[config.mk]
export PLATFORM = sky130hd
export DESIGN_NAME = video_gen
export DESIGN_NICKNAME = d
export VERILOG_FILES = /design/src/gfx_pkg.sv /design/src/video_gen.sv
export SDC_FILE = /design/constraint.sdc
export NUM_CORES = 1
export LEC_CHECK = 0
export ABC_AREA = 1
export ABC_CLOCK_PERIOD_IN_PS = 1900
export BUFFER_PORTS_ARGS = -buffer_cell sky130_fd_sc_hd__buf_4
export CORE_MARGIN = 2
export CORE_UTILIZATION = 40
export DETAILED_ROUTE_END_ITERATION = 7
export HOLD_SLACK_MARGIN = 0.12
export PLACE_DENSITY = 0.69
export SKIP_LAST_GASP = 1
export SLEW_MARGIN = 20
export SYNTH_ARGS = -nofsm -noshare
export SYNTH_HDL_FRONTEND = slang
export SYNTH_SLANG_ARGS = --single-unit
[constraint.sdc]
create_clock -name clk -period 1.9 [get_ports clk]
set_input_delay 0.19 -clock clk [delete_from_list [all_inputs] [get_ports clk]]
set_output_delay 0.19 -clock clk [all_outputs]
set_load 0.01 [all_outputs]
[src/gfx_pkg.sv]
// geometry, ram widths, register numbers, interrupt bits, blitter states, ram request and rgb types
package gfx_pkg;

    // video ram
    localparam int VRAM_AW = 12;                // 4096 words

    typedef logic [15:0]        word_t;         // one ram word
    typedef logic [VRAM_AW-1:0] addr_t;         // one ram address

    // horizontal timing, in clocks
    localparam int H_VISIBLE   = 16;
    localparam int H_TOTAL     = 20;
    localparam int HSYNC_START = 17;            // hsync active high
    localparam int HSYNC_END   = 19;            // first pixel after sync
    localparam int H_CNT_W     = 5;             // holds 0..H_TOTAL-1

    // vertical timing, in lines
    localparam int V_VISIBLE  = 8;
    localparam int V_TOTAL    = 10;
    localparam int VSYNC_LINE = 9;
    localparam int V_CNT_W    = 4;              // holds 0..V_TOTAL-1

    localparam addr_t FB_BASE = '0;             // frame buffer start

    // cpu visible registers, 16 bits each
    typedef enum logic [3:0] {
        R_SYS_CTRL = 4'h0,                      // status / interrupt mask
        R_INTR     = 4'h1,                      // pending / clear
        R_RD_ADDR  = 4'h2,                      // read address, write prefetches
        R_WR_ADDR  = 4'h3,                      // write address
        R_DATA     = 4'h4,                      // vram data port
        R_BLIT_DST = 4'h5,
        R_BLIT_VAL = 4'h6,
        R_BLIT_CNT = 4'h7                       // write starts fill
    } reg_num_e;

    // interrupt bit positions
    localparam int INTR_VBLANK = 0;
    localparam int INTR_BLIT   = 1;

    typedef enum logic [1:0] {
        B_IDLE,
        B_RUN,
        B_DONE
    } blit_state_e;

    // one ram access, held with sel until ack
    typedef struct packed {
        logic  wr;                              // 1 = write
        addr_t addr;
        word_t data;                            // write data only
    } vram_req_t;

    // 12-bit output colour
    typedef struct packed {
        logic [3:0] red;
        logic [3:0] green;
        logic [3:0] blue;
    } rgb_t;

endpackage

[src/video_gen.sv]
// video timing counters, sync and display enable, per pixel vram fetch and registered rgb out
module video_gen import gfx_pkg::*; (
    input  logic  clk,
    input  logic  reset_i,
    input  logic  vram_ack_i,
    input  word_t vram_data_i,
    output logic  vram_sel_o,               // one read per visible pixel
    output addr_t vram_addr_o,
    output rgb_t  rgb_o,
    output logic  hsync_o,
    output logic  vsync_o,
    output logic  dv_de_o,
    output logic  vblank_o                  // start of vertical blank pulse
);

logic [H_CNT_W-1:0] h_cnt;
logic [V_CNT_W-1:0] v_cnt;
logic               visible;
logic               hsync_c;
logic               vsync_c;
logic               hsync_d;                // delayed to match ram read
logic               vsync_d;
logic               de_d;
logic               fetch_d;                // ram data for this pixel arrives now

assign visible = (h_cnt < H_CNT_W'(H_VISIBLE)) && (v_cnt < V_CNT_W'(V_VISIBLE));
assign hsync_c = (h_cnt >= H_CNT_W'(HSYNC_START)) && (h_cnt < H_CNT_W'(HSYNC_END));
assign vsync_c = (v_cnt == V_CNT_W'(VSYNC_LINE));

// pixel address = base + y * width + x
assign vram_sel_o  = visible;
assign vram_addr_o = FB_BASE + addr_t'(v_cnt) * addr_t'(H_VISIBLE) + addr_t'(h_cnt);

// beam position
always_ff @(posedge clk) begin
    if (reset_i) begin
        h_cnt <= '0;
        v_cnt <= '0;
    end else if (h_cnt == H_CNT_W'(H_TOTAL - 1)) begin
        h_cnt <= '0;
        if (v_cnt == V_CNT_W'(V_TOTAL - 1)) begin
            v_cnt <= '0;                    // new frame
        end else begin
            v_cnt <= v_cnt + 1'b1;
        end
    end else begin
        h_cnt <= h_cnt + 1'b1;
    end
end

// two stage timing pipe: ram read, then output register
always_ff @(posedge clk) begin
    if (reset_i) begin
        hsync_d  <= 1'b0;
        vsync_d  <= 1'b0;
        de_d     <= 1'b0;
        fetch_d  <= 1'b0;
        hsync_o  <= 1'b0;
        vsync_o  <= 1'b0;
        dv_de_o  <= 1'b0;
        vblank_o <= 1'b0;
    end else begin
        hsync_d  <= hsync_c;
        vsync_d  <= vsync_c;
        de_d     <= visible;
        fetch_d  <= vram_sel_o & vram_ack_i;
        hsync_o  <= hsync_d;
        vsync_o  <= vsync_d;
        dv_de_o  <= de_d;
        vblank_o <= (v_cnt == V_CNT_W'(V_VISIBLE)) && (h_cnt == '0);   // first blank line
    end
end

// pixel colour is the low 12 bits of the word, black in blanking
always_ff @(posedge clk) begin
    if (de_d && fetch_d) begin
        rgb_o <= rgb_t'(vram_data_i[11:0]);
    end else begin
        rgb_o <= '0;
    end
end

endmodule

==> metrics.cfg <==
[global_routing]
grt_overflow = 0
grt_util_all_layers_pct = 15.1
antenna_found_initial = 0
grt_max_degree = 13
grt_pass1_wl_mm = 3.84
grt_pass1_vias = 961

[cells_and_area]
area_growth_pct = 41.1
fin_util_pct = 60.0
fill_cells = 249
multi_input_area_sq_um = 432
stdcell_area_sq_um = 1680
nNetsFinal = 228
regArea_sq_um = 581
drive_above_1_share_pct = 31.7
stdcell_count = 236
n_antenna_cell = 0

[setup_path]
crit_slowest_cell = dfxtp_1
crit_required_ns = 1.71
critPathArrivalTime_ns = 1.52
path_delay_family = flip-flops
critPathMaxStageDelay_ns = 0.50
crit_buf_inv = 1
cp_max_fo = 7
path_class = reg -> out
cp_cell_sequence = ha_1 > ha_1 > xor2_1 > buf_4
end_kind = primary output
start_kind = flop
cp_common_cell = ha_1

[drt]
drt-vias-per-instance = 4.33
drc = 6
vias = 1021
ant_nets = 0
wl_per_cell_microns = 9.96
routed_wirelength_mm = 2.35
drt_iter0_markers = 23
firstDrtPassIters = 6

[power]
internal_power_mw = 0.831
peakVddDrop_mv = 0.366
switching_power_mw = 0.281
power_mw = 1.11
seqPwrFrac_pct = 57.0
leakage_nw = 0.851
p_comb_share_pct = 11.0
clkPwrFrac_pct = 32.0
swShare_pct = 25.3
power.density_nw_per_um2 = 661

[synthesis]
yosysUniqueCellTypes = 24
netlist_area_sq_um = 1190
postSynth.asyncResetShare_pct = 0
synth_top_flop_cell = dfxtp_1
synth_edf_count = 0
synth_seq_area_share_pct = 48.7
synth-seq-cells = 29
syn_inst = 149
yosys_warnings = 0
avgSynthCellArea_sq_um = 8.00

[die]
pin_count = 48
placementRows = 19
fp.dieH_microns = 58.6
dieWidth_microns = 58.6
die-area_sq_um = 3430
start_util_pct = 42.5
core_sq_um = 2810

[sta]
rsz0062_at_grt = false
finalSetupViolCount = 0
timing_hold_violations_final = 0
holdWs_ns = 0.410
period_minus_slack_ns = 1.71
fin_crit_sh_pct = 89.8
clock_skew_ns = 0.00735
clock.fmax_mhz = 586
tns_ns = 0
slew_viol_final = 0
fin_ws_ns = 0.194

[place]
placed_cell_area_sq_um = 1480
gp_congestion = 0.800
dp_slack_ns = 0.560
dp.cells = 213
dp_hpwl_mm = 1.62
place.port_buffers = 40

[run]
max-cap-violations = 0

[status]
failed_checks = design-rule violations
status = finished, violations left

[clock_tree]
cts_max_level = 2
clk_latency_ns = 0.32
cts_tree = done
cts.sinks = 29
cts_buffers = 5
clkSlewWorstSetupHoldPaths_ns = 0.10
root_buffer = clkbuf_4
clk_path_buf_depth = 2
cts_setup_buffers = 0

[worst_hold_path]
hold_class = reg -> reg

==> kinds of logic after synthesis <==
logic type,Yosys count,share of synthesized area [%]
AO/OA/AOI/OAI,6,3.67
XOR/XNOR,3,2.20
adder cells (fa/ha/maj),5,5.25
buffers and inverters,42,15.7
flip-flops,29,48.7
other,1,0.314
AND/OR/NAND/NOR,63,24.1
==> metal layers <==
| metal | global-route usage [%] | vias up | wire length (microns) |
|---|---|---|---|
| li1 | - | 543 | - |
| met1 | 14.7 | 440 | 964 |
| met2 | 28.3 | 32 | 1180 |
| met3 | 6.15 | 6 | 160 |
| met4 | 5.84 | 0 | 46 |
| met5 | 0 | - | 0 |
==> layout by cell type (no fill, tap or decap), drive strengths merged <==
cell type    instances
o211ai               1
clkinvlp             1
a21oi                5
ha                   5
inv                 32
nor3b                1
xor2                 3
dlygate4sd3         15
clkbuf               5
clkinv               3
dfxtp               29
nand3                9
buf                 40
nor2                25
nor3                 3
nand2               23
nand4                2
conb                 3
==> registers in the layout, indices dropped and copies added, names as in the netlist <==
signal and count:
de_d 1, dv_de_o 1, fetch_d 1, h_cnt 5, hsync_d 1, hsync_o 1, rgb_o 12, v_cnt 4
vblank_o 1, vsync_d 1, vsync_o 1
==> layout make-up <==
cell class	instances	share of cell area [%]
flip-flops and latches	29	34.5
repair buffers	55	26.8
multi-input cells	80	25.7
inverters	33	7.51
well taps	31	2.30
clock buffers	5	2.23
clock inverters	3	1.04
==> cell usage after synthesis, types with 2 or more instances <==
cell	number	area, sq um
nor2_1	23	86.3
inv_2	6	22.5
nand3_1	7	35.0
a21oi_2	3	26.3
buf_4	7	52.6
xor2_1	3	26.3
nand2_1	20	75.1
dfxtp_1	29	581
ha_1	5	62.6
a21oi_1	2	10.0
nor3_1	3	15.0
nand2_2	3	18.8
nand3_2	2	20.0
nand4_1	2	12.5
inv_1	25	93.8
==> timing repair <==
action                    in CTS  in global routing
hold endpoints to repair      19                  0
gates resized for setup        0                  0
hold buffers                  15                  0
==> worst paths after layout <==
| path | from | end | slack (ns) | depth (start not counted) |
|---|---|---|---|---|
| worst max-delay path | v_cnt[0] | vram_addr_o[6] | 0.19 | 4 |
| worst min-delay path | vsync_d | vsync_o | 0.41 | 2 |
| worst max register to register | h_cnt[4] | fetch_d | 0.59 | 4 |
| worst min register to register | vsync_d | vsync_o | 0.41 | 2 |
==> power groups by stage <==
stage	Sequential (mW)	Clock (mW)	Combinational, mW
2_1_floorplan	0.651	0	0.0572
3_3_place_gp	0.648	0	0.0950
3_5_place_dp	0.648	0	0.0970
4_1_cts	0.634	0.375	0.122
5_1_grt	0.637	0.402	0.137
6_report	0.634	0.356	0.122
==> worst min-delay path, stage by stage, from the launching register on <==
cell     delay, ns
dfxtp_1       0.31
inv_1         0.04
nor2_1        0.03
No activity file was read; power rests on OpenSTA's default activity.
