===== config.mk =====
export PLATFORM = sky130hd
export DESIGN_NAME = blitter
export DESIGN_NICKNAME = d
export VERILOG_FILES = /design/src/gfx_pkg.sv /design/src/blitter.sv
export SDC_FILE = /design/constraint.sdc
export NUM_CORES = 1
export LEC_CHECK = 0
export ABC_AREA = 1
export BUFFER_PORTS_ARGS = -buffer_cell sky130_fd_sc_hd__buf_4
export CAP_MARGIN = 20
export CORE_MARGIN = 1.5
export CORE_UTILIZATION = 45
export CTS_CLUSTER_SIZE = 25
export DETAILED_ROUTE_END_ITERATION = 6
export PLACE_DENSITY = 0.74
export SYNTH_ARGS = -nofsm -noshare
export SYNTH_HDL_FRONTEND = slang
export SYNTH_SLANG_ARGS = --single-unit

===== constraint.sdc =====
create_clock -name clk -period 2 [get_ports clk]
set_clock_uncertainty 0.15 [all_clocks]
set_input_delay 0.3 -clock clk [delete_from_list [all_inputs] [get_ports clk]]
set_output_delay 0.3 -clock clk [all_outputs]
set_load 0.01 [all_outputs]

===== src/gfx_pkg.sv =====
// geometry, ram widths, register numbers, interrupt bits, blitter states, ram request and rgb types
package gfx_pkg;

    // video ram
    localparam int VRAM_AW = 12;                // 4096 words

    typedef logic [15:0]        word_t;         // one ram word
    typedef logic [VRAM_AW-1:0] addr_t;         // one ram address

    // horizontal timing, in clocks
    localparam int H_VISIBLE   = 16;
    localparam int H_TOTAL     = 20;
    localparam int HSYNC_START = 17;            // hsync active high
    localparam int HSYNC_END   = 19;            // first pixel after sync
    localparam int H_CNT_W     = 5;             // holds 0..H_TOTAL-1

    // vertical timing, in lines
    localparam int V_VISIBLE  = 8;
    localparam int V_TOTAL    = 10;
    localparam int VSYNC_LINE = 9;
    localparam int V_CNT_W    = 4;              // holds 0..V_TOTAL-1

    localparam addr_t FB_BASE = '0;             // frame buffer start

    // cpu visible registers, 16 bits each
    typedef enum logic [3:0] {
        R_SYS_CTRL = 4'h0,                      // status / interrupt mask
        R_INTR     = 4'h1,                      // pending / clear
        R_RD_ADDR  = 4'h2,                      // read address, write prefetches
        R_WR_ADDR  = 4'h3,                      // write address
        R_DATA     = 4'h4,                      // vram data port
        R_BLIT_DST = 4'h5,
        R_BLIT_VAL = 4'h6,
        R_BLIT_CNT = 4'h7                       // write starts fill
    } reg_num_e;

    // interrupt bit positions
    localparam int INTR_VBLANK = 0;
    localparam int INTR_BLIT   = 1;

    typedef enum logic [1:0] {
        B_IDLE,
        B_RUN,
        B_DONE
    } blit_state_e;

    // one ram access, held with sel until ack
    typedef struct packed {
        logic  wr;                              // 1 = write
        addr_t addr;
        word_t data;                            // write data only
    } vram_req_t;

    // 12-bit output colour
    typedef struct packed {
        logic [3:0] red;
        logic [3:0] green;
        logic [3:0] blue;
    } rgb_t;

endpackage


===== src/blitter.sv =====
// fill blitter: writes one constant word over a run of vram addresses, with busy and done
module blitter import gfx_pkg::*; (
    input  logic      clk,
    input  logic      reset_i,
    input  logic      start_i,              // ignored unless idle
    input  addr_t     dst_i,
    input  word_t     val_i,
    input  addr_t     cnt_i,                // words to write, 0 allowed
    input  logic      vram_ack_i,
    output logic      vram_sel_o,
    output vram_req_t vram_req_o,
    output logic      busy_o,
    output logic      done_o                // one cycle after the last write
);

blit_state_e state;
addr_t       addr_q;                        // next address to fill
word_t       val_q;
addr_t       cnt_q;                         // words still to write

// fsm
always_ff @(posedge clk) begin
    if (reset_i) begin
        state <= B_IDLE;
    end else begin
        case (state)
            B_IDLE: begin
                if (start_i) begin
                    state <= (cnt_i == '0) ? B_DONE : B_RUN;   // empty fill just finishes
                end
            end
            B_RUN: begin
                if (vram_ack_i && cnt_q == addr_t'(1)) begin
                    state <= B_DONE;        // last word written
                end
            end
            B_DONE:  state <= B_IDLE;
            default: state <= B_IDLE;
        endcase
    end
end

// run parameters
always_ff @(posedge clk) begin
    if (state == B_IDLE && start_i) begin
        addr_q <= dst_i;
        val_q  <= val_i;
        cnt_q  <= cnt_i;
    end else if (state == B_RUN && vram_ack_i) begin
        addr_q <= addr_q + 1'b1;
        cnt_q  <= cnt_q - 1'b1;
    end
end

assign vram_sel_o = (state == B_RUN);       // held until each ack
assign busy_o     = (state != B_IDLE);
assign done_o     = (state == B_DONE);

always_comb begin
    vram_req_o.wr   = 1'b1;                 // fill only writes
    vram_req_o.addr = addr_q;
    vram_req_o.data = val_q;
end

endmodule


==> flow_summary.toml, run 1 <==
[min_path]
hold_class = "in2reg"
worstHoldStart = "reset_i"
hold_end = "state[0]"
min_path_cells = 2

[worst_setup_path]
cp-end-kind = "flip-flop"
path_buf_inv = 1
ff2ff_path_depth = 7
cp_common_cell = "nand3_1"
crit_family = "simple AND/OR/NAND/NOR gates"
r2r-end = "cnt_q[6]"
crit_fanout = 4
r2r_slack_ns = 0.33
crit-reg2reg-launch = "cnt_q[0]"
slowest_stage = "edfxtp_1"
path_cells = "inv_1, ha_1, nand2_2, nor2_1, nand3_1, nand3_1, nand2_1"
arrival_ns = 1.58
crit_required_ns = 1.91
crit_path_start_kind = "flip-flop"
critical_path_class = "reg2reg"
max_stage_delay_ns = 0.43

[route]
drc = 0
vias_per_cell = 4.602
routed_wl_mm = 4.514
wl_per_cell_um = 11.60
first_iter_violations = 88
firstDrtPassIters = 4
vias = 1790
antenna_left = 0

[timing]
fmax_mhz = 599.2
hold_viol_final = 0
period_minus_slack_ns = 1.669
finalMaxSlewViolations = 0
rsz0062_at_grt = "false"
final.period_utilization_pct = 83.45
whs_ns = 0.008784
finalSetupViolations = 0
tns_ns = 0

[yosys]
synth_area_per_cell_um2 = 9.127
seq_area_frac_synth_pct = 56.43
synth-warning-count = 0
synth.cell_area_mm2 = 0.002200
synth-seq-cells = 42
yosys.cell_types.count = 27
yosysTopAreaCell = "edfxtp_1"
synthCells = 241
synth.area.top_cells = "edfxtp_1, nand2_1, nor2_1, inv_1, nand3_1"
syn_nets = 288
synth_top_area_share_pct = 54.61

[floorplan]
core.rowCount = 25
dieHeight_um = 72.92
initial_core_util_pct = 46.57
die_area_mm2 = 0.005317
ios = 76
core_mm2 = 0.004723
dieWidth_um = 72.92

[run_status]
status = "completed"

[cts]
cts-root-buf = "clkbuf_8"
post-cts-setup-buffers = 0
cts_resized = 0
path_clk_slew_ns = 0.08
htreeDepth = 2
numCtsBuffers = 5
clkLatencyLatePin_ns = 0.29
cts_tree = "built"
clock-sinks = 42
clk_path_buf_depth = 2
hold_buffers = 0

[placed_design]
gp_congestion = 0.8620
port_buffers = 74
dp.final_hpwl_mm = 3.381

[grt]
antenna_found_initial = 0
grt_pass1_vias = 1689
gr-total-overflow = 0
grt-busiest-layer = "met2"
use_met1_pct = 23.28
grt_use_met2_pct = 29.97
grt_max_degree = 30
track_usage_pct = 17.95
grt_pass1_wl_mm = 7.341
met3_usage_pct = 3.867

[power_and_ir_drop]
ir_drop_mv = 0.4918
powerDensity_mw_per_mm2 = 785.3
leakagePower_nw = 1.318

[run]
maxCapViolations = 0

[finish]
drive_gt1_share_pct = 31.37
layout_commonest_cell = "nand2_1"
finalNetCount = 368
num_antenna_cells = 0
area_growth_pct = 32.31
final_cell_mix = "nand2_1, buf_4, edfxtp_1, nor2_1, inv_1"
registers in the layout, summed over array words and instances, names as in the netlist:
register and cells:
val_q 16, addr_q 12, cnt_q 12, state 2
through the flow:
stage	setup WS, ns	std cells	util, %	total power, mW	cell area [um2]
floorplan	0.1300	241	-	1.522	2200
global placement	0.3718	381	59.79	1.754	2824
detailed placement	0.3202	381	59.79	1.762	2824
CTS	0.3330	389	61.62	2.310	2910
global route	0.1919	389	61.62	2.424	2910
finish	0.3311	389	61.62	2.285	2910
area by class of cell:
cell class / instances / area, um2
Inverter: 21 / 78.83
Tap cell: 67 / 83.83
Sequential cell: 42 / 1241
Multi-Input combinational cell: 173 / 834.6
Clock inverter: 2 / 13.76
Fill cell: 438 / 1813
Clock buffer: 6 / 72.57
Timing Repair Buffer: 78 / 585.6
synth_stat cells:
cell      count
conb_1        1
nor3_2        1
nor2_1       34
nand2_4       1
nor2_8        1
buf_4         3
a31oi_1       1
inv_2         3
xnor2_1       2
nand3_1      11
nand2_2       5
a21oi_1       3
xor2_1        6
a22oi_1       1
edfxtp_1     40
o21ai_0      10
ha_1          3
o21bai_1      3
o21ai_2       1
nor2_4        1
nand2_1      82
inv_1        18
nand4_1       2
buf_6         2
dfxtp_1       2
nor2_2        3
o31ai_1       1
cell families after synthesis:
logic type / share of synthesized area [%]
AO/OA/AOI/OAI: 5.347
adder cells (fa/ha/maj): 1.707
flip-flops: 56.43
AND/OR/NAND/NOR: 27.53
XOR/XNOR: 3.186
other: 0.1705
buffers and inverters: 5.631
routing by layer:
| metal | routed length, um | up-vias |
|---|---|---|
| met5 | 0 | - |
| met4 | 46 | 0 |
| met3 | 237 | 5 |
| met2 | 2242 | 56 |
| met1 | 1988 | 791 |
| li1 | - | 938 |
power by group:
| part | leakage [nW] | switching [mW] | total (mW) | internal [mW] |
|---|---|---|---|---|
| registers | 0.403 | 0.0920 | 1.20 | 1.11 |
| logic | 0.870 | 0.288 | 0.536 | 0.248 |
| clock network | 0.0452 | 0.300 | 0.547 | 0.247 |
| total | 1.32 | 0.681 | 2.29 | 1.60 |
worst max-delay path by stage:
stage	slack, ns	start	cells after the start	endpoint
6_report	0.33	cnt_q[0]	7	cnt_q[6]
5_1_grt	0.19	cnt_q[0]	7	cnt_q[6]
4_1_cts	0.33	cnt_q[0]	7	cnt_q[6]
3_5_place_dp	0.32	cnt_q[0]	7	cnt_q[6]
3_3_place_gp	0.37	cnt_q[0]	7	cnt_q[6]
2_1_floorplan	0.13	state[1]	6	addr_q[0]
(Power assumes the default switching activity.)
==> run 2: changes to the inputs <==
- CORE_UTILIZATION: 45 -> 50
- PLACE_DENSITY: 0.74 -> 0.78
- clock period: 2 -> 1.7 ns (I/O delays scaled with it)
==> run 2 against run 1 <==
Power grew 26%. First-iteration DRC count grew 88%. Combinational power rose by 33%. Count of clock-buffer cells in the layout down 1. Sequential power increased by 18%. Final cell count is 1.0% higher. Via count grew 9.3%. Worst hold slack better by 0.070 ns. Non-clock buffer count up 22. Critical path type unchanged.
==> flow_summary.toml, run 2 (synthesized netlist as in run 1, its figures left out) <==
[power_and_ir_drop]
leakagePower_nw = 1.423
internal_power_mw = 2.076
p_comb_share_pct = 24.7
power.total_mw = 2.885
p_switching_mw = 0.8088
ir_drop_mv = 0.6531
pwr-share-seq_pct = 49.0
powerDensity_mw_per_mm2 = 921.4
clockPowerShare_pct = 26.3
swShare_pct = 28.04

[cts]
cts_tree = "built"
htreeDepth = 2
numCtsBuffers = 5
clock-sinks = 42
clk_path_buf_depth = 2
clkLatencyLatePin_ns = 0.30
path_clk_slew_ns = 0.09
cts-root-buf = "clkbuf_8"

[placed_design]
dp.final_hpwl_mm = 3.698
port_buffers = 74
gp_congestion = 0.9473
preCtsSetupSlack_ns = 0.07301

[finish]
post-route-util_pct = 76.07
num_antenna_cells = 0
n_fill_cell = 298
largest_register_ffs = 16
reg_top3 = "val_q (16), addr_q (12), cnt_q (12)"
final_cell_mix = "buf_4, nand2_1, edfxtp_1, nor2_1"
finalNetCount = 390
layout.area.seq_mm2 = 0.001241
largest_register = "val_q"
layout_commonest_cell = "buf_4"
multi_input_area_um2 = 839.6
drive_gt1_share_pct = 31.49
area_growth_pct = 42.32

[timing]
whs_ns = 0.07893
fmax_mhz = 620.5
hold_viol_final = 0
final.period_utilization_pct = 94.80
worst_slack_ns = 0.08843
tns_ns = 0
finalSetupViolations = 0
finalMaxSlewViolations = 0
period_minus_slack_ns = 1.612

[floorplan]
ios = 76
die_area_mm2 = 0.004806
initial_core_util_pct = 53.45
dieWidth_um = 69.33
core.rowCount = 23
core_mm2 = 0.004115
dieHeight_um = 69.33

[run_status]
status = "completed"

[worst_setup_path]
ff2ff_path_depth = 7
crit_path_start_kind = "flip-flop"
r2r-end = "addr_q[8]"
crit_start = "addr_q[1]"
critical_path_class = "reg2reg"
cp-end-kind = "flip-flop"
arrival_ns = 1.53
crit_fanout = 4
r2r_slack_ns = 0.09
crit-reg2reg-launch = "addr_q[1]"
crit_required_ns = 1.62

[route]
antenna_left = 0
drc = 0
routed_wl_mm = 5.260
firstDrtPassIters = 4
vias_per_cell = 4.980
vias = 1957
wl_per_cell_um = 13.38
first_iter_violations = 165

[grt]
track_usage_pct = 22.58
antenna_found_initial = 0
gr-total-overflow = 0
grt_max_degree = 35
grt_pass1_wl_mm = 8.528
grt_pass1_vias = 1851

[min_path]
hold_class = "in2reg"
hold_end = "state[1]"
min_path_cells = 3
worstHoldStart = "start_i"

[run]
maxCapViolations = 0
[run 2: area by class of cell]
cell class / count / share of cell area (%)
Sequential cell: 42 / 39.65
Multi-Input combinational cell: 173 / 26.82
Timing Repair Buffer: 100 / 25.74
Inverter: 21 / 2.518
Clock buffer: 5 / 2.198
Tap cell: 50 / 1.998
Clock inverter: 2 / 1.079
[run 2: worst max-delay path, stage by stage (launching register included)]
cell      delay, ns
edfxtp_1       0.45
ha_1           0.23
nand2_1        0.10
inv_1          0.06
nand2_1        0.14
o21bai_1       0.12
nand3_1        0.09
nand2_1        0.05
[run 2: stage by stage]
step                      instances  area, um2
after floorplan                 241       2202
after global placement          367       2840
after detailed placement        367       2840
after CTS                       391       3113
after global routing            393       3131
final                           393       3131
[run 2: power groups by stage]
| stage | Sequential [mW] | Combinational (mW) | Clock, mW |
|---|---|---|---|
| 3_3_place_gp | 1.43 | 0.653 | 0 |
| 6_report | 1.41 | 0.714 | 0.757 |
| 5_1_grt | 1.43 | 0.792 | 0.810 |
| 4_1_cts | 1.41 | 0.705 | 0.764 |
| 3_5_place_dp | 1.43 | 0.667 | 0 |
| 2_1_floorplan | 1.45 | 0.342 | 0 |
[run 2: per-layer routing]
metal	wire, um	track usage, %	up-vias
met5	0	0	-
met4	85	8.497	0
met3	383	5.523	9
met2	2659	37.71	74
met1	2132	28.39	891
li1	-	-	983
[run 2: how the worst max path moves through the flow]
stage                      endpoint  slack (ns)
after global routing      addr_q[6]       -0.02
after floorplan           addr_q[0]        0.07
final                     addr_q[8]        0.09
after global placement     cnt_q[6]        0.13
after CTS                  cnt_q[6]        0.07
after detailed placement   cnt_q[6]        0.07
[run 2: timing repair]
item / in CTS / in global routing
buffers inserted: 0 / 2
hold buffers: 17 / 0
endpoints found under the hold margin: 17 / 0
resized for setup: 0 / 2
setup endpoints to repair: 0 / 4
