**src/gfx_pkg.sv**
```systemverilog
// geometry, ram widths, register numbers, interrupt bits, blitter states, ram request and rgb types
package gfx_pkg;

    // video ram
    localparam int VRAM_AW = 12;                // 4096 words

    typedef logic [15:0]        word_t;         // one ram word
    typedef logic [VRAM_AW-1:0] addr_t;         // one ram address

    // horizontal timing, in clocks
    localparam int H_VISIBLE   = 16;
    localparam int H_TOTAL     = 20;
    localparam int HSYNC_START = 17;            // hsync active high
    localparam int HSYNC_END   = 19;            // first pixel after sync
    localparam int H_CNT_W     = 5;             // holds 0..H_TOTAL-1

    // vertical timing, in lines
    localparam int V_VISIBLE  = 8;
    localparam int V_TOTAL    = 10;
    localparam int VSYNC_LINE = 9;
    localparam int V_CNT_W    = 4;              // holds 0..V_TOTAL-1

    localparam addr_t FB_BASE = '0;             // frame buffer start

    // cpu visible registers, 16 bits each
    typedef enum logic [3:0] {
        R_SYS_CTRL = 4'h0,                      // status / interrupt mask
        R_INTR     = 4'h1,                      // pending / clear
        R_RD_ADDR  = 4'h2,                      // read address, write prefetches
        R_WR_ADDR  = 4'h3,                      // write address
        R_DATA     = 4'h4,                      // vram data port
        R_BLIT_DST = 4'h5,
        R_BLIT_VAL = 4'h6,
        R_BLIT_CNT = 4'h7                       // write starts fill
    } reg_num_e;

    // interrupt bit positions
    localparam int INTR_VBLANK = 0;
    localparam int INTR_BLIT   = 1;

    typedef enum logic [1:0] {
        B_IDLE,
        B_RUN,
        B_DONE
    } blit_state_e;

    // one ram access, held with sel until ack
    typedef struct packed {
        logic  wr;                              // 1 = write
        addr_t addr;
        word_t data;                            // write data only
    } vram_req_t;

    // 12-bit output colour
    typedef struct packed {
        logic [3:0] red;
        logic [3:0] green;
        logic [3:0] blue;
    } rgb_t;

endpackage

```
**src/reg_interface.sv**
```systemverilog
// cpu byte bus decode, register file, auto-increment vram port with prefetch, blit and irq strobes
module reg_interface import gfx_pkg::*; (
    input  logic        clk,
    input  logic        reset_i,
    input  logic        bus_cs_n_i,         // active low select
    input  logic        bus_rd_nwr_i,       // 1 = read
    input  logic [3:0]  bus_reg_num_i,
    input  logic        bus_bytesel_i,      // 0 = even (high) byte
    input  logic [7:0]  bus_data_i,
    output logic [7:0]  bus_data_o,
    input  logic        vram_ack_i,
    input  word_t       vram_data_i,
    output logic        vram_sel_o,
    output vram_req_t   vram_req_o,
    input  logic        blit_busy_i,
    output addr_t       blit_dst_o,
    output word_t       blit_val_o,
    output addr_t       blit_cnt_o,
    output logic        blit_start_o,       // one cycle strobe
    input  logic [1:0]  intr_status_i,
    output logic [1:0]  intr_mask_o,
    output logic [1:0]  intr_clear_o        // one cycle strobe
);

logic [7:0] hi_byte;                        // even byte waiting for its odd half
word_t      wr_word;
logic       wr_stb;                         // odd byte write commits
logic       rd_stb;
reg_num_e   reg_num;
addr_t      rd_addr;
addr_t      wr_addr;
word_t      rd_buf;                         // prefetched word
logic       rd_pend;                        // prefetch not yet captured
logic       rd_cap;                         // read data on vram_data_i now
logic       rd_next;                        // odd byte read of R_DATA
logic       blit_ok;                        // blitter free to take a start
word_t      rd_word;

assign reg_num = reg_num_e'(bus_reg_num_i);
assign wr_stb  = ~bus_cs_n_i & ~bus_rd_nwr_i & bus_bytesel_i;
assign rd_stb  = ~bus_cs_n_i & bus_rd_nwr_i;
assign wr_word = {hi_byte, bus_data_i};
assign rd_next = rd_stb & bus_bytesel_i & (reg_num == R_DATA);
assign blit_ok = ~(blit_busy_i | blit_start_o);

// control state and strobes
always_ff @(posedge clk) begin
    if (reset_i) begin
        vram_sel_o   <= 1'b0;
        rd_pend      <= 1'b0;
        rd_cap       <= 1'b0;
        blit_start_o <= 1'b0;
        intr_mask_o  <= '0;
        intr_clear_o <= '0;
    end else begin
        blit_start_o <= 1'b0;
        intr_clear_o <= '0;
        rd_cap       <= vram_ack_i & ~vram_req_o.wr;    // data valid next cycle
        if (vram_ack_i) begin
            vram_sel_o <= 1'b0;                     // access done
        end
        if (rd_cap) begin
            rd_pend <= 1'b0;
        end
        if (wr_stb) begin
            case (reg_num)
                R_SYS_CTRL: intr_mask_o  <= wr_word[1:0];
                R_INTR:     intr_clear_o <= wr_word[1:0];
                R_RD_ADDR: begin
                    vram_sel_o <= 1'b1;             // prefetch
                    rd_pend    <= 1'b1;
                end
                R_DATA:     vram_sel_o   <= 1'b1;   // store next cycle
                R_BLIT_CNT: blit_start_o <= blit_ok;
                default: ;
            endcase
        end
        if (rd_next) begin
            vram_sel_o <= 1'b1;                     // refetch at next address
            rd_pend    <= 1'b1;
        end
    end
end

// addresses, data and request payload
always_ff @(posedge clk) begin
    if (~bus_cs_n_i & ~bus_rd_nwr_i & ~bus_bytesel_i) begin
        hi_byte <= bus_data_i;
    end
    if (rd_cap) begin
        rd_buf <= vram_data_i;
    end
    if (wr_stb) begin
        case (reg_num)
            R_RD_ADDR: begin
                rd_addr         <= wr_word[VRAM_AW-1:0];
                vram_req_o.wr   <= 1'b0;
                vram_req_o.addr <= wr_word[VRAM_AW-1:0];
            end
            R_WR_ADDR: wr_addr <= wr_word[VRAM_AW-1:0];
            R_DATA: begin
                vram_req_o.wr   <= 1'b1;
                vram_req_o.addr <= wr_addr;
                vram_req_o.data <= wr_word;
                wr_addr         <= wr_addr + 1'b1;  // post increment
            end
            R_BLIT_DST: blit_dst_o <= wr_word[VRAM_AW-1:0];
            R_BLIT_VAL: blit_val_o <= wr_word;
            R_BLIT_CNT: begin
                if (blit_ok) begin
                    blit_cnt_o <= wr_word[VRAM_AW-1:0];
                end
            end
            default: ;
        endcase
    end
    if (rd_next) begin
        rd_addr         <= rd_addr + 1'b1;
        vram_req_o.wr   <= 1'b0;
        vram_req_o.addr <= rd_addr + 1'b1;
    end
end

// register readback mux
always_comb begin
    case (reg_num)
        // bit 0 covers any vram access in flight
        R_SYS_CTRL: rd_word = {14'b0, blit_busy_i, vram_sel_o | rd_pend};
        R_INTR:     rd_word = {14'b0, intr_status_i};
        R_RD_ADDR:  rd_word = word_t'(rd_addr);
        R_WR_ADDR:  rd_word = word_t'(wr_addr);
        R_DATA:     rd_word = rd_buf;
        R_BLIT_DST: rd_word = word_t'(blit_dst_o);
        R_BLIT_VAL: rd_word = blit_val_o;
        R_BLIT_CNT: rd_word = word_t'(blit_cnt_o);
        default:    rd_word = '0;
    endcase
end

always_ff @(posedge clk) begin
    if (rd_stb) begin
        bus_data_o <= bus_bytesel_i ? rd_word[7:0] : rd_word[15:8];   // even = high half
    end
end

endmodule

```
**config.mk**
```make
export PLATFORM = sky130hd
export DESIGN_NAME = reg_interface
export DESIGN_NICKNAME = d
export VERILOG_FILES = /design/src/gfx_pkg.sv /design/src/reg_interface.sv
export SDC_FILE = /design/constraint.sdc
export NUM_CORES = 1
export LEC_CHECK = 0
export BUFFER_PORTS_ARGS = -buffer_cell sky130_fd_sc_hd__buf_2
export CORE_ASPECT_RATIO = 2
export CORE_MARGIN = 8
export CORE_UTILIZATION = 59
export DETAILED_ROUTE_END_ITERATION = 6
export GPL_ROUTABILITY_DRIVEN = 0
export GPL_TIMING_DRIVEN = 0
export PLACE_DENSITY = 0.88
export SLEW_MARGIN = 15
export SYNTH_ARGS = -nofsm -noshare
export SYNTH_HDL_FRONTEND = slang
export SYNTH_SLANG_ARGS = --single-unit
```
**constraint.sdc**
```tcl
create_clock -name clk -period 5.3 [get_ports clk]
set_input_delay 0.53 -clock clk [delete_from_list [all_inputs] [get_ports clk]]
set_output_delay 0.53 -clock clk [all_outputs]
set_load 0.05 [all_outputs]
```
==> qor.csv, run 1 <==
metric,value,unit
share of the yosys chip area belonging to registers,68.56,%
Die Y,154.9,um
post-route ant nets,0,
Vias/cell,6.726,
clock skew,0.01344,ns
IO Pins,120,
# nets final,591,
vias in the first global route,4603,
Fin. Hold Viols,0,
P per Cell Area,357.8,nW/um2
post-cts sizing count,0,
Max Fanout on Critical Path,12,
critical path class,input port to flop,
"area leader, netlist",edfxtp_1,
# rows,51,
crit path launch type,input port,
final period utilization,47.64,%
most common cell in the netlist,edfxtp_1,
Critical Path RT,5.35,ns
cts hold-fix bufs,0,
Post-synth top flop,edfxtp_1,
worst slew pin tran,1.106,ns
Worst Path Arrival,2.57,ns
RSZ-0062 raised after global routing,false,
Yosys reg bits,133,
fin crit period,2.525,ns
endpoints failing setup,0,
total wire length,17770,um
post-CTS setup buffer count,0,
global-route usage over all layers,27.67,%
starting DRC count in detailed routing,868,
Tot Pwr,2.533,mW
drt drc,0,
total grt overflow,0,
Achievable Freq,0.3961,GHz
Avg WL per Cell,26.49,um
DP Wirelength,11600,um
static leakage,2.636,nW
Max transition margin,26.10,%
Fin Hold WS,0.2647,ns
VDD IR-drop max,272.6,uV
Yosys cell types,55,
clk_lat worst skew,0.43,ns
"top cells by count, synth","124 x edfxtp_1, 46 x nand2_1, 18 x o21ai_1",
asr flop ratio synth,0,%
H-tree depth,4,
first-pass GRT wire length,26620,um
diodes inserted,0,
worst min path class,input port to flop,
initial antenna violation count,0,
Syn Nets,452,
largest net degree at the start of global routing,20,
Die X,85.47,um
top post-synthesis cells by area,"edfxtp_1 65%, dfxtp_1 3.2%, nand2_1 3.0%",
initial cell density of the core,59.49,%
Post-Synthesis Cell Area,5694,um2
synthesized instance count,413,
root buf cell,clkbuf_16,
CTS tree,built,
Yosys warning total,0,
number of max-cap violations,0,
Max clock buf depth,2,
vias,4513,
Clock transition at path regs,0.07,ns
core area,9572,um2
status,"finished, final reports clean",
max-slew violation total from the final report,0,
Post-synth EDFFs,124,
setup_tns,0,ns
layout cell share with drive strength beyond 1,31.33,%
CTS buffer count,17,
Synth top area share,65.39,%
# port buffers,119,
Mapped Avg Cell Area,13.79,um2
Area Growth Syn to Fin,24.30,%
Setup crit end kind,flop,
Die Area,13240,um2
First-pass DRT Iterations,5,
# clock sinks,133,
==> flip-flops by register name (all words and copies together), names as in the netlist <==
| register | cells |
|---|---|
| blit_start_o | 1 |
| bus_data_o | 8 |
| blit_val_o | 16 |
| wr_addr | 12 |
| vram_req_o | 29 |
| rd_cap | 1 |
| intr_mask_o | 2 |
| hi_byte | 8 |
| rd_pend | 1 |
| intr_clear_o | 2 |
| blit_cnt_o | 12 |
| vram_sel_o | 1 |
| rd_buf | 16 |
| rd_addr | 12 |
| blit_dst_o | 12 |
==> report_power, final <==
| part | switching [mW] | internal [mW] | leakage [nW] |
|---|---|---|---|
| registers | 0.0156 | 1.17 | 1.19 |
| logic | 0.101 | 0.0456 | 1.14 |
| clock network | 0.555 | 0.648 | 0.305 |
==> critical path, cell delays in order <==
cell and delay, ns:
buf_2 0.11, buf_6 0.14, nor4b_1 0.33, buf_2 0.35, buf_4 0.27, nor2_1 0.08, nor2_1 0.75
==> through the flow <==
stage	instance area (um2)	util, %	cells	setup WS, ns
finish	7078	73.95	671	2.775
global route	7078	73.95	671	2.619
CTS	7078	73.95	671	2.824
detailed placement	6444	67.32	639	2.409
global placement	6422	67.10	638	1.968
floorplan	5694	-	413	2.917
==> path summary, 6_finish.rpt <==
| kind | cells past startpoint | to | startpoint | slack, ns |
|---|---|---|---|---|
| setup / recovery | 7 | wr_addr[1] | bus_reg_num_i[2] | 2.78 |
| hold / removal | 1 | rd_buf[8] | vram_data_i[8] | 0.26 |
| setup reg to reg | 5 | wr_addr[10] | wr_addr[0] | 3.40 |
| hold reg to reg | 0 | vram_req_o[15] | hi_byte[7] | 0.44 |
==> cell families (layout without fill, tap and decap cells) <==
logic type      count (synthesis)  in the layout  share of synthesized area, %
flops                         133            133                         68.56
simple gates                  127            127                         11.95
compound gates                 91             91                         10.86
buf+inv                        26            178                         2.175
xor+xnor                       19             19                         2.922
mux                            15             15                         3.098
fa+ha+maj                       2              2                        0.4394
==> metal layers <==
metal	global-route usage, %	part of all wire (%)	up-vias
met3	10.62	14	87
li1	-	-	1894
met4	18.01	6.0	0
met5	0	0	-
met1	30.42	32	2106
met2	43.49	48	426
==> cells in the final DEF, fill, tap and decap left out, drive strengths merged, types with 10 or more instances in the layout <==
cell type	synthesis	layout
a21oi	10	10
buf	14	134
o21ai	32	32
nand2	47	47
inv	4	10
clkbuf	8	25
xnor2	15	15
mux2i	12	12
nor2	15	15
edfxtp	124	124
nor3	12	12
a211oi	11	11
==> area by class of cell <==
class	instances	area, um2
sequential	133	3904
fill	614	2494
multi-input combinational	254	1677
timing repair buffer	120	606.8
clock buffer	17	425.4
clock inverter	15	209.0
tap	106	132.6
buffer	22	108.9
inverter	4	15.01
(Power assumes the default switching activity.)
==> run 2, diff against run 1 <==
--- a/config.mk
+++ b/config.mk
@@ -5,14 +5,15 @@
 export SDC_FILE = /design/constraint.sdc
 export NUM_CORES = 1
 export LEC_CHECK = 0
+export ABC_AREA = 1
 export BUFFER_PORTS_ARGS = -buffer_cell sky130_fd_sc_hd__buf_2
 export CORE_ASPECT_RATIO = 2
 export CORE_MARGIN = 8
-export CORE_UTILIZATION = 59
+export CORE_UTILIZATION = 49
 export DETAILED_ROUTE_END_ITERATION = 6
 export GPL_ROUTABILITY_DRIVEN = 0
 export GPL_TIMING_DRIVEN = 0
-export PLACE_DENSITY = 0.88
+export PLACE_DENSITY = 0.78
 export SLEW_MARGIN = 15
 export SYNTH_ARGS = -nofsm -noshare
 export SYNTH_HDL_FRONTEND = slang
==> constraint.sdc (replaced) <==
create_clock -name clk -period 2.1 [get_ports clk]
set_input_delay 0.21 -clock clk [delete_from_list [all_inputs] [get_ports clk]]
set_output_delay 0.21 -clock clk [all_outputs]
set_load 0.05 [all_outputs]
==> qor.csv, run 2 <==
metric,value,unit,change
initial antenna violation count,0,,unchanged
Achievable Freq,0.5271,GHz,
Post-synth top flop,edfxtp_1,,
# port buffers,119,,unchanged
total grt overflow,0,,unchanged
most frequent cells in the layout,"154 x nand2_1, 132 x buf_2, 124 x edfxtp_1",,
post-route ant nets,0,,unchanged
IO Pins,120,,unchanged
CTS buffer count,17,,unchanged
Max transition margin,29.75,%,+3.6 points
Setup crit end kind,flop,,
P per Cell Area,838.2,nW/um2,+130%
R2R depth,7,,+2
Mapped Avg Cell Area,10.27,um2,-26%
status,finished with violations,,
Worst Path Arrival,1.97,ns,-0.60 ns
CTS tree,built,,
first-pass GRT wire length,27390,um,+2.9%
post-CTS setup buffer count,0,,unchanged
Max Fanout on Critical Path,19,,+7
fillers,881,,+43%
dpl cell area,6696,um2,+3.9%
pre-CTS WS,-0.8949,ns,-3.304 ns
Fin. Hold Viols,0,,unchanged
DP Wirelength,13130,um,+13%
cell area after layout,7457,um2,+5.4%
largest registers,"vram_req_o (29), blit_val_o (16), rd_buf (16)",,
Die X,93.50,um,+9.4%
PnR worst setup slack,0.2027,ns,-2.573 ns
starting DRC count in detailed routing,505,,-42%
crit path launch type,input port,,
most common cell in the netlist,nand2_1,,
layout cell share with drive strength beyond 1,24.97,%,-6.4 points
Post-Synthesis Cell Area,5886,um2,+3.4%
"commonest non-fill, non-tap cell in the layout",nand2_1,,
Hold Crit Depth,2,,+1
final period utilization,90.35,%,
Layout Utilization,63.73,%,-10 points
global-route usage over all layers,22.71,%,-5.0 points
crit-path cells,buf_2 -> inv_1 -> nor2_2 -> nand2_4 -> nor2_4 -> inv_1 -> nand3_2,,
# rows,56,,+9.8%
static leakage,3.225,nW,+22%
clock skew,0.006459,ns,-0.006985 ns
initial cell density of the core,50.30,%,-9.2 points
First-pass DRT Iterations,7,,+2
CP max-delay cell,nor2_4,,
failing checks,design-rule violations,,
setup_tns,0,ns,unchanged
layer with the highest usage,met2,,
grt met3 use,6.058,%,-4.6 points
met1 Track Usage GR,21.36,%,-9.1 points
"top cells by count, synth","154 x nand2_1, 124 x edfxtp_1, 89 x nand3_1",,
Max clock buf depth,2,,unchanged
clk_lat worst skew,0.42,ns,about the same
Critical Path RT,2.18,ns,-3.17 ns
endpoints failing setup,0,,unchanged
Post-synth EDFFs,124,,unchanged
Largest Register,vram_req_o,,
total wire length,17860,um,+0.47%
Clock transition at path regs,0.06,ns,about the same
vias in the first global route,5235,,+14%
# nets final,767,,+30%
core area,11700,um2,+22%
drt drc,2,,+2
root buf cell,clkbuf_16,,
# clock sinks,133,,unchanged
largest net degree at the start of global routing,20,,unchanged
placed insts,838,,+31%
share of the yosys chip area belonging to registers,66.33,%,-2.2 points
Avg WL per Cell,20.15,um,-24%
RSZ-0062 raised after global routing,false,,
worst min path class,input port to flop,,
H-tree depth,4,,unchanged
Die Area,15990,um2,+21%
Tot Pwr,6.251,mW,+150%
Die Y,171.0,um,+10%
Yosys warning total,0,,unchanged
vias,5060,,+12%
met2 usage,40.16,%,-3.3 points
"CP delay by family, top",simple AND/OR/NAND/NOR gates,,
Syn Nets,612,,+35%
VDD IR-drop max,608.5,uV,+120%
Fin Hold WS,0.02940,ns,-0.2353 ns
Vias/cell,5.711,,-15%
most frequent cell on the critical path,inv_1,,
Yosys cell types,27,,-51%
crit path buf inv count,3,,-1
asr flop ratio synth,0,%,unchanged
critical path class,input port to flop,,
Yosys reg bits,133,,unchanged
max-slew violation total from the final report,0,,unchanged
synthesized instance count,573,,+39%
fin crit period,1.897,ns,
top post-synthesis cells by area,"edfxtp_1 63%, nand2_1 9.8%, nand3_1 7.6%",,
Worst path depth,7,,unchanged
max FFs per register,29,,unchanged
diodes inserted,0,,unchanged
worst slew pin tran,1.050,ns,-0.05648 ns
number of max-cap violations,0,,unchanged
Area Growth Syn to Fin,26.70,%,
Worst path max stage delay,0.54,ns,-0.21 ns
Reg2Reg Setup Slack,0.31,ns,-3.09 ns
Synth top area share,63.27,%,-2.1 points
"area leader, netlist",edfxtp_1,,
Final Non-Filler Cells,886,,+32%
## run 2: changes by cell type in the layout (fill, tap and decap cells not counted), moves of 16 or more
cell and change:
dlygate4sd3_1 +16, inv_1 +45, nand2_1 +108, nand3_1 +79, nor2_1 +32, o21ai_0 +24, o21ai_1 -18
## run 2: cells by family after synthesis
| kind of cell | count (synthesis) | share of synthesized area (%) |
|---|---|---|
| flip-flops | 133 | 66.33 |
| AND/OR/NAND/NOR | 312 | 23.04 |
| buffers and inverters | 70 | 5.038 |
| adder cells (fa/ha/maj) | 2 | 0.4251 |
| AO/OA/AOI/OAI | 52 | 4.571 |
| XOR/XNOR | 4 | 0.5952 |
## run 2: report_power, final
part / switching (mW) / internal [mW]
Combinational: 0.277 / 0.118
Sequential: 0.0410 / 2.95
Clock: 1.11 / 1.75
Total: 1.43 / 4.82
## run 2: path summary, 6_finish.rpt
| path | start | endpoint |
|---|---|---|
| min reg2reg | hi_byte[5] | vram_req_o[13] |
| max reg2reg | rd_addr[0] | rd_addr[10] |
| min | reset_i | vram_sel_o |
| max | bus_reg_num_i[2] | vram_req_o[23] |
## run 2: what timing repair did
action                     4_1_cts  5_1_grt
resized for setup                3        0
hold endpoints to repair        16        0
hold buffers                    16        0
setup endpoints to repair       24        0
## run 2: cell type report
class,instances,area [um2],share of cell area (%)
timing repair buffer,136,767.0,10.29
sequential,133,3904,52.35
multi-input combinational,370,1724,23.12
tap,145,181.4,2.433
clock inverter,10,66.31,0.8893
buffer,19,102.6,1.376
clock buffer,22,518.0,6.946
inverter,51,193.9,2.601
## run 2: metal layers
metal / share of wire, % / up-vias
met5: 0 / -
met4: 6.3 / 0
met3: 8.8 / 86
met2: 54 / 352
met1: 31 / 2333
li1: - / 2289
==> run 3, diff against run 2 <==
--- a/config.mk
+++ b/config.mk
@@ -14,6 +14,7 @@
 export GPL_ROUTABILITY_DRIVEN = 0
 export GPL_TIMING_DRIVEN = 0
 export PLACE_DENSITY = 0.78
+export SKIP_LAST_GASP = 1
 export SLEW_MARGIN = 15
 export SYNTH_ARGS = -nofsm -noshare
 export SYNTH_HDL_FRONTEND = slang
==> constraint.sdc (replaced) <==
create_clock -name clk -period 1.71 [get_ports clk]
set_input_delay 0.171 -clock clk [delete_from_list [all_inputs] [get_ports clk]]
set_output_delay 0.171 -clock clk [all_outputs]
set_load 0.05 [all_outputs]
==> qor.csv, run 3 (synthesis results as in run 2) <==
metric,value,unit,change
# rows,56,,unchanged
initial cell density of the core,50.30,%,unchanged
CTS tree,built,,
RR Endpoint,rd_addr[11],,
final period utilization,96.49,%,
Worst setup startpoint,rd_addr[0],,
VDD IR-drop max,841.7,uV,+38%
total wire length,18520,um,+3.7%
static leakage,3.293,nW,+2.1%
Achievable Freq,0.6061,GHz,
Worst path depth,8,,+1
drt drc,0,,-2
largest registers,"vram_req_o (29), blit_val_o (16), rd_buf (16)",,
# port buffers,119,,unchanged
Reg2Reg Setup Slack,0.06,ns,-0.25 ns
crit-path cells,buf_4 -> nand3_1 -> inv_1 -> nand2_1 -> nor2_1 -> nand2_1 -> nand3_1 -> nand2_1,,
core area,11700,um2,unchanged
Clock transition at path regs,0.06,ns,about the same
most frequent cell on the critical path,nand2_1,,
CP endpoint,rd_addr[11],,
max FFs per register,29,,unchanged
number of max-cap violations,0,,unchanged
cell area after layout,7625,um2,+2.2%
Critical Path RT,1.88,ns,-0.30 ns
Fin. Hold Viols,0,,unchanged
Hold Crit Depth,3,,+1
most frequent cells in the layout,"154 x nand2_1, 132 x buf_2, 124 x edfxtp_1",,
P per Cell Area,1086,nW/um2,+30%
Die Area,15990,um2,unchanged
post-route ant nets,0,,unchanged
Critical R2R Launch,rd_addr[0],,
layout cell share with drive strength beyond 1,26.93,%,+2.0 points
IO Pins,120,,unchanged
Vias/cell,5.707,,about the same
"CP delay by family, top",simple AND/OR/NAND/NOR gates,,
Die Y,171.0,um,unchanged
# clock sinks,133,,unchanged
Max transition margin,39.63,%,+9.9 points
vias in the first global route,5101,,-2.6%
crit path launch type,flop,,
largest net degree at the start of global routing,19,,-5.0%
Max clock buf depth,2,,unchanged
fillers,853,,-3.2%
CTS buffer count,17,,unchanged
diodes inserted,0,,unchanged
vias,5108,,+0.95%
worst slew pin tran,0.9043,ns,-0.1456 ns
first-pass GRT wire length,27260,um,-0.46%
H-tree depth,4,,unchanged
root buf cell,clkbuf_16,,
CP max-delay cell,edfxtp_1,,
DP Wirelength,13140,um,about the same
First-pass DRT Iterations,5,,-2
clk_lat worst skew,0.42,ns,about the same
# nets final,776,,+1.2%
dpl cell area,6690,um2,about the same
global-route usage over all layers,23.01,%,+0.30 points
pre-CTS WS,-0.8626,ns,+0.03223 ns
total grt overflow,0,,unchanged
critical path class,flop to flop,,
R2R depth,8,,+1
starting DRC count in detailed routing,460,,-8.9%
endpoints failing setup,0,,unchanged
status,"finished, final reports clean",,
PnR worst setup slack,0.05997,ns,-0.1427 ns
Die X,93.50,um,unchanged
clock skew,0.007429,ns,+0.0009700 ns
Largest Register,vram_req_o,,
Avg WL per Cell,20.69,um,+2.7%
worst min path class,input port to flop,,
Area Growth Syn to Fin,29.55,%,
Setup crit end kind,flop,,
"commonest non-fill, non-tap cell in the layout",nand2_1,,
fin crit period,1.650,ns,
Worst Path Arrival,1.82,ns,-0.15 ns
max-slew violation total from the final report,0,,unchanged
Worst path max stage delay,0.40,ns,-0.14 ns
initial antenna violation count,0,,unchanged
setup_tns,0,ns,unchanged
crit path buf inv count,2,,-1
Max Fanout on Critical Path,5,,-14
## run 3: worst min path at each step
stage                    startpoint          to
floorplan                   reset_i  vram_sel_o
global placement    vram_data_i[12]  rd_buf[12]
detailed placement  vram_data_i[11]  rd_buf[11]
CTS                      vram_ack_i      rd_cap
global route                reset_i      rd_cap
finish                   vram_ack_i      rd_cap
## run 3: worst min-delay path, cell delays in order
cell	delay (ns)
buf_2	0.10
inv_1	0.07
nor3_1	0.05
## run 3: final cells by class
class | count | area, um2 | share of cell area, %
tap | 145 | 181.4 | 2.379
sequential | 133 | 3904 | 51.20
buffer | 19 | 102.6 | 1.346
clock inverter | 11 | 195.2 | 2.560
timing repair buffer | 145 | 830.8 | 10.90
multi-input combinational | 370 | 1747 | 22.91
clock buffer | 21 | 470.5 | 6.170
inverter | 51 | 193.9 | 2.543
## run 3: through the flow
stage / total power [mW] / util (%) / hold slack, ns / instances
finish: 8.282 / 65.16 / 0.01218 / 895
global route: 8.462 / 65.16 / 0.01657 / 895
CTS: 8.262 / 64.54 / 0.007243 / 888
detailed placement: 4.184 / 57.17 / 0.3498 / 837
global placement: 4.172 / 57.13 / 0.3524 / 837
floorplan: 3.996 / - / 0.2404 / 573
## run 3: timing repair
item | in CTS | in global routing
hold buffers | 16 | 0
pin swaps | 2 | 1
endpoints found under the setup margin | 64 | 17
gates resized for setup | 4 | 8
setup buffers | 3 | 7
hold endpoints to repair | 16 | 0
## run 3: per-layer routing
layer  GRT usage [%]  share of wire, %  vias to the layer above
li1                -                 -                     2298
met1           22.18                32                     2402
met2           41.83                54                      341
met3           5.619               8.5                       67
met4           14.90               5.1                        0
met5               0                 0                        -
## run 3: report_power, final
part           switching (mW)  total [mW]  internal [mW]
clock                    1.40        4.11           2.71
combinational           0.348       0.495          0.147
sequential             0.0499        3.67           3.62
total                    1.80        8.28           6.48
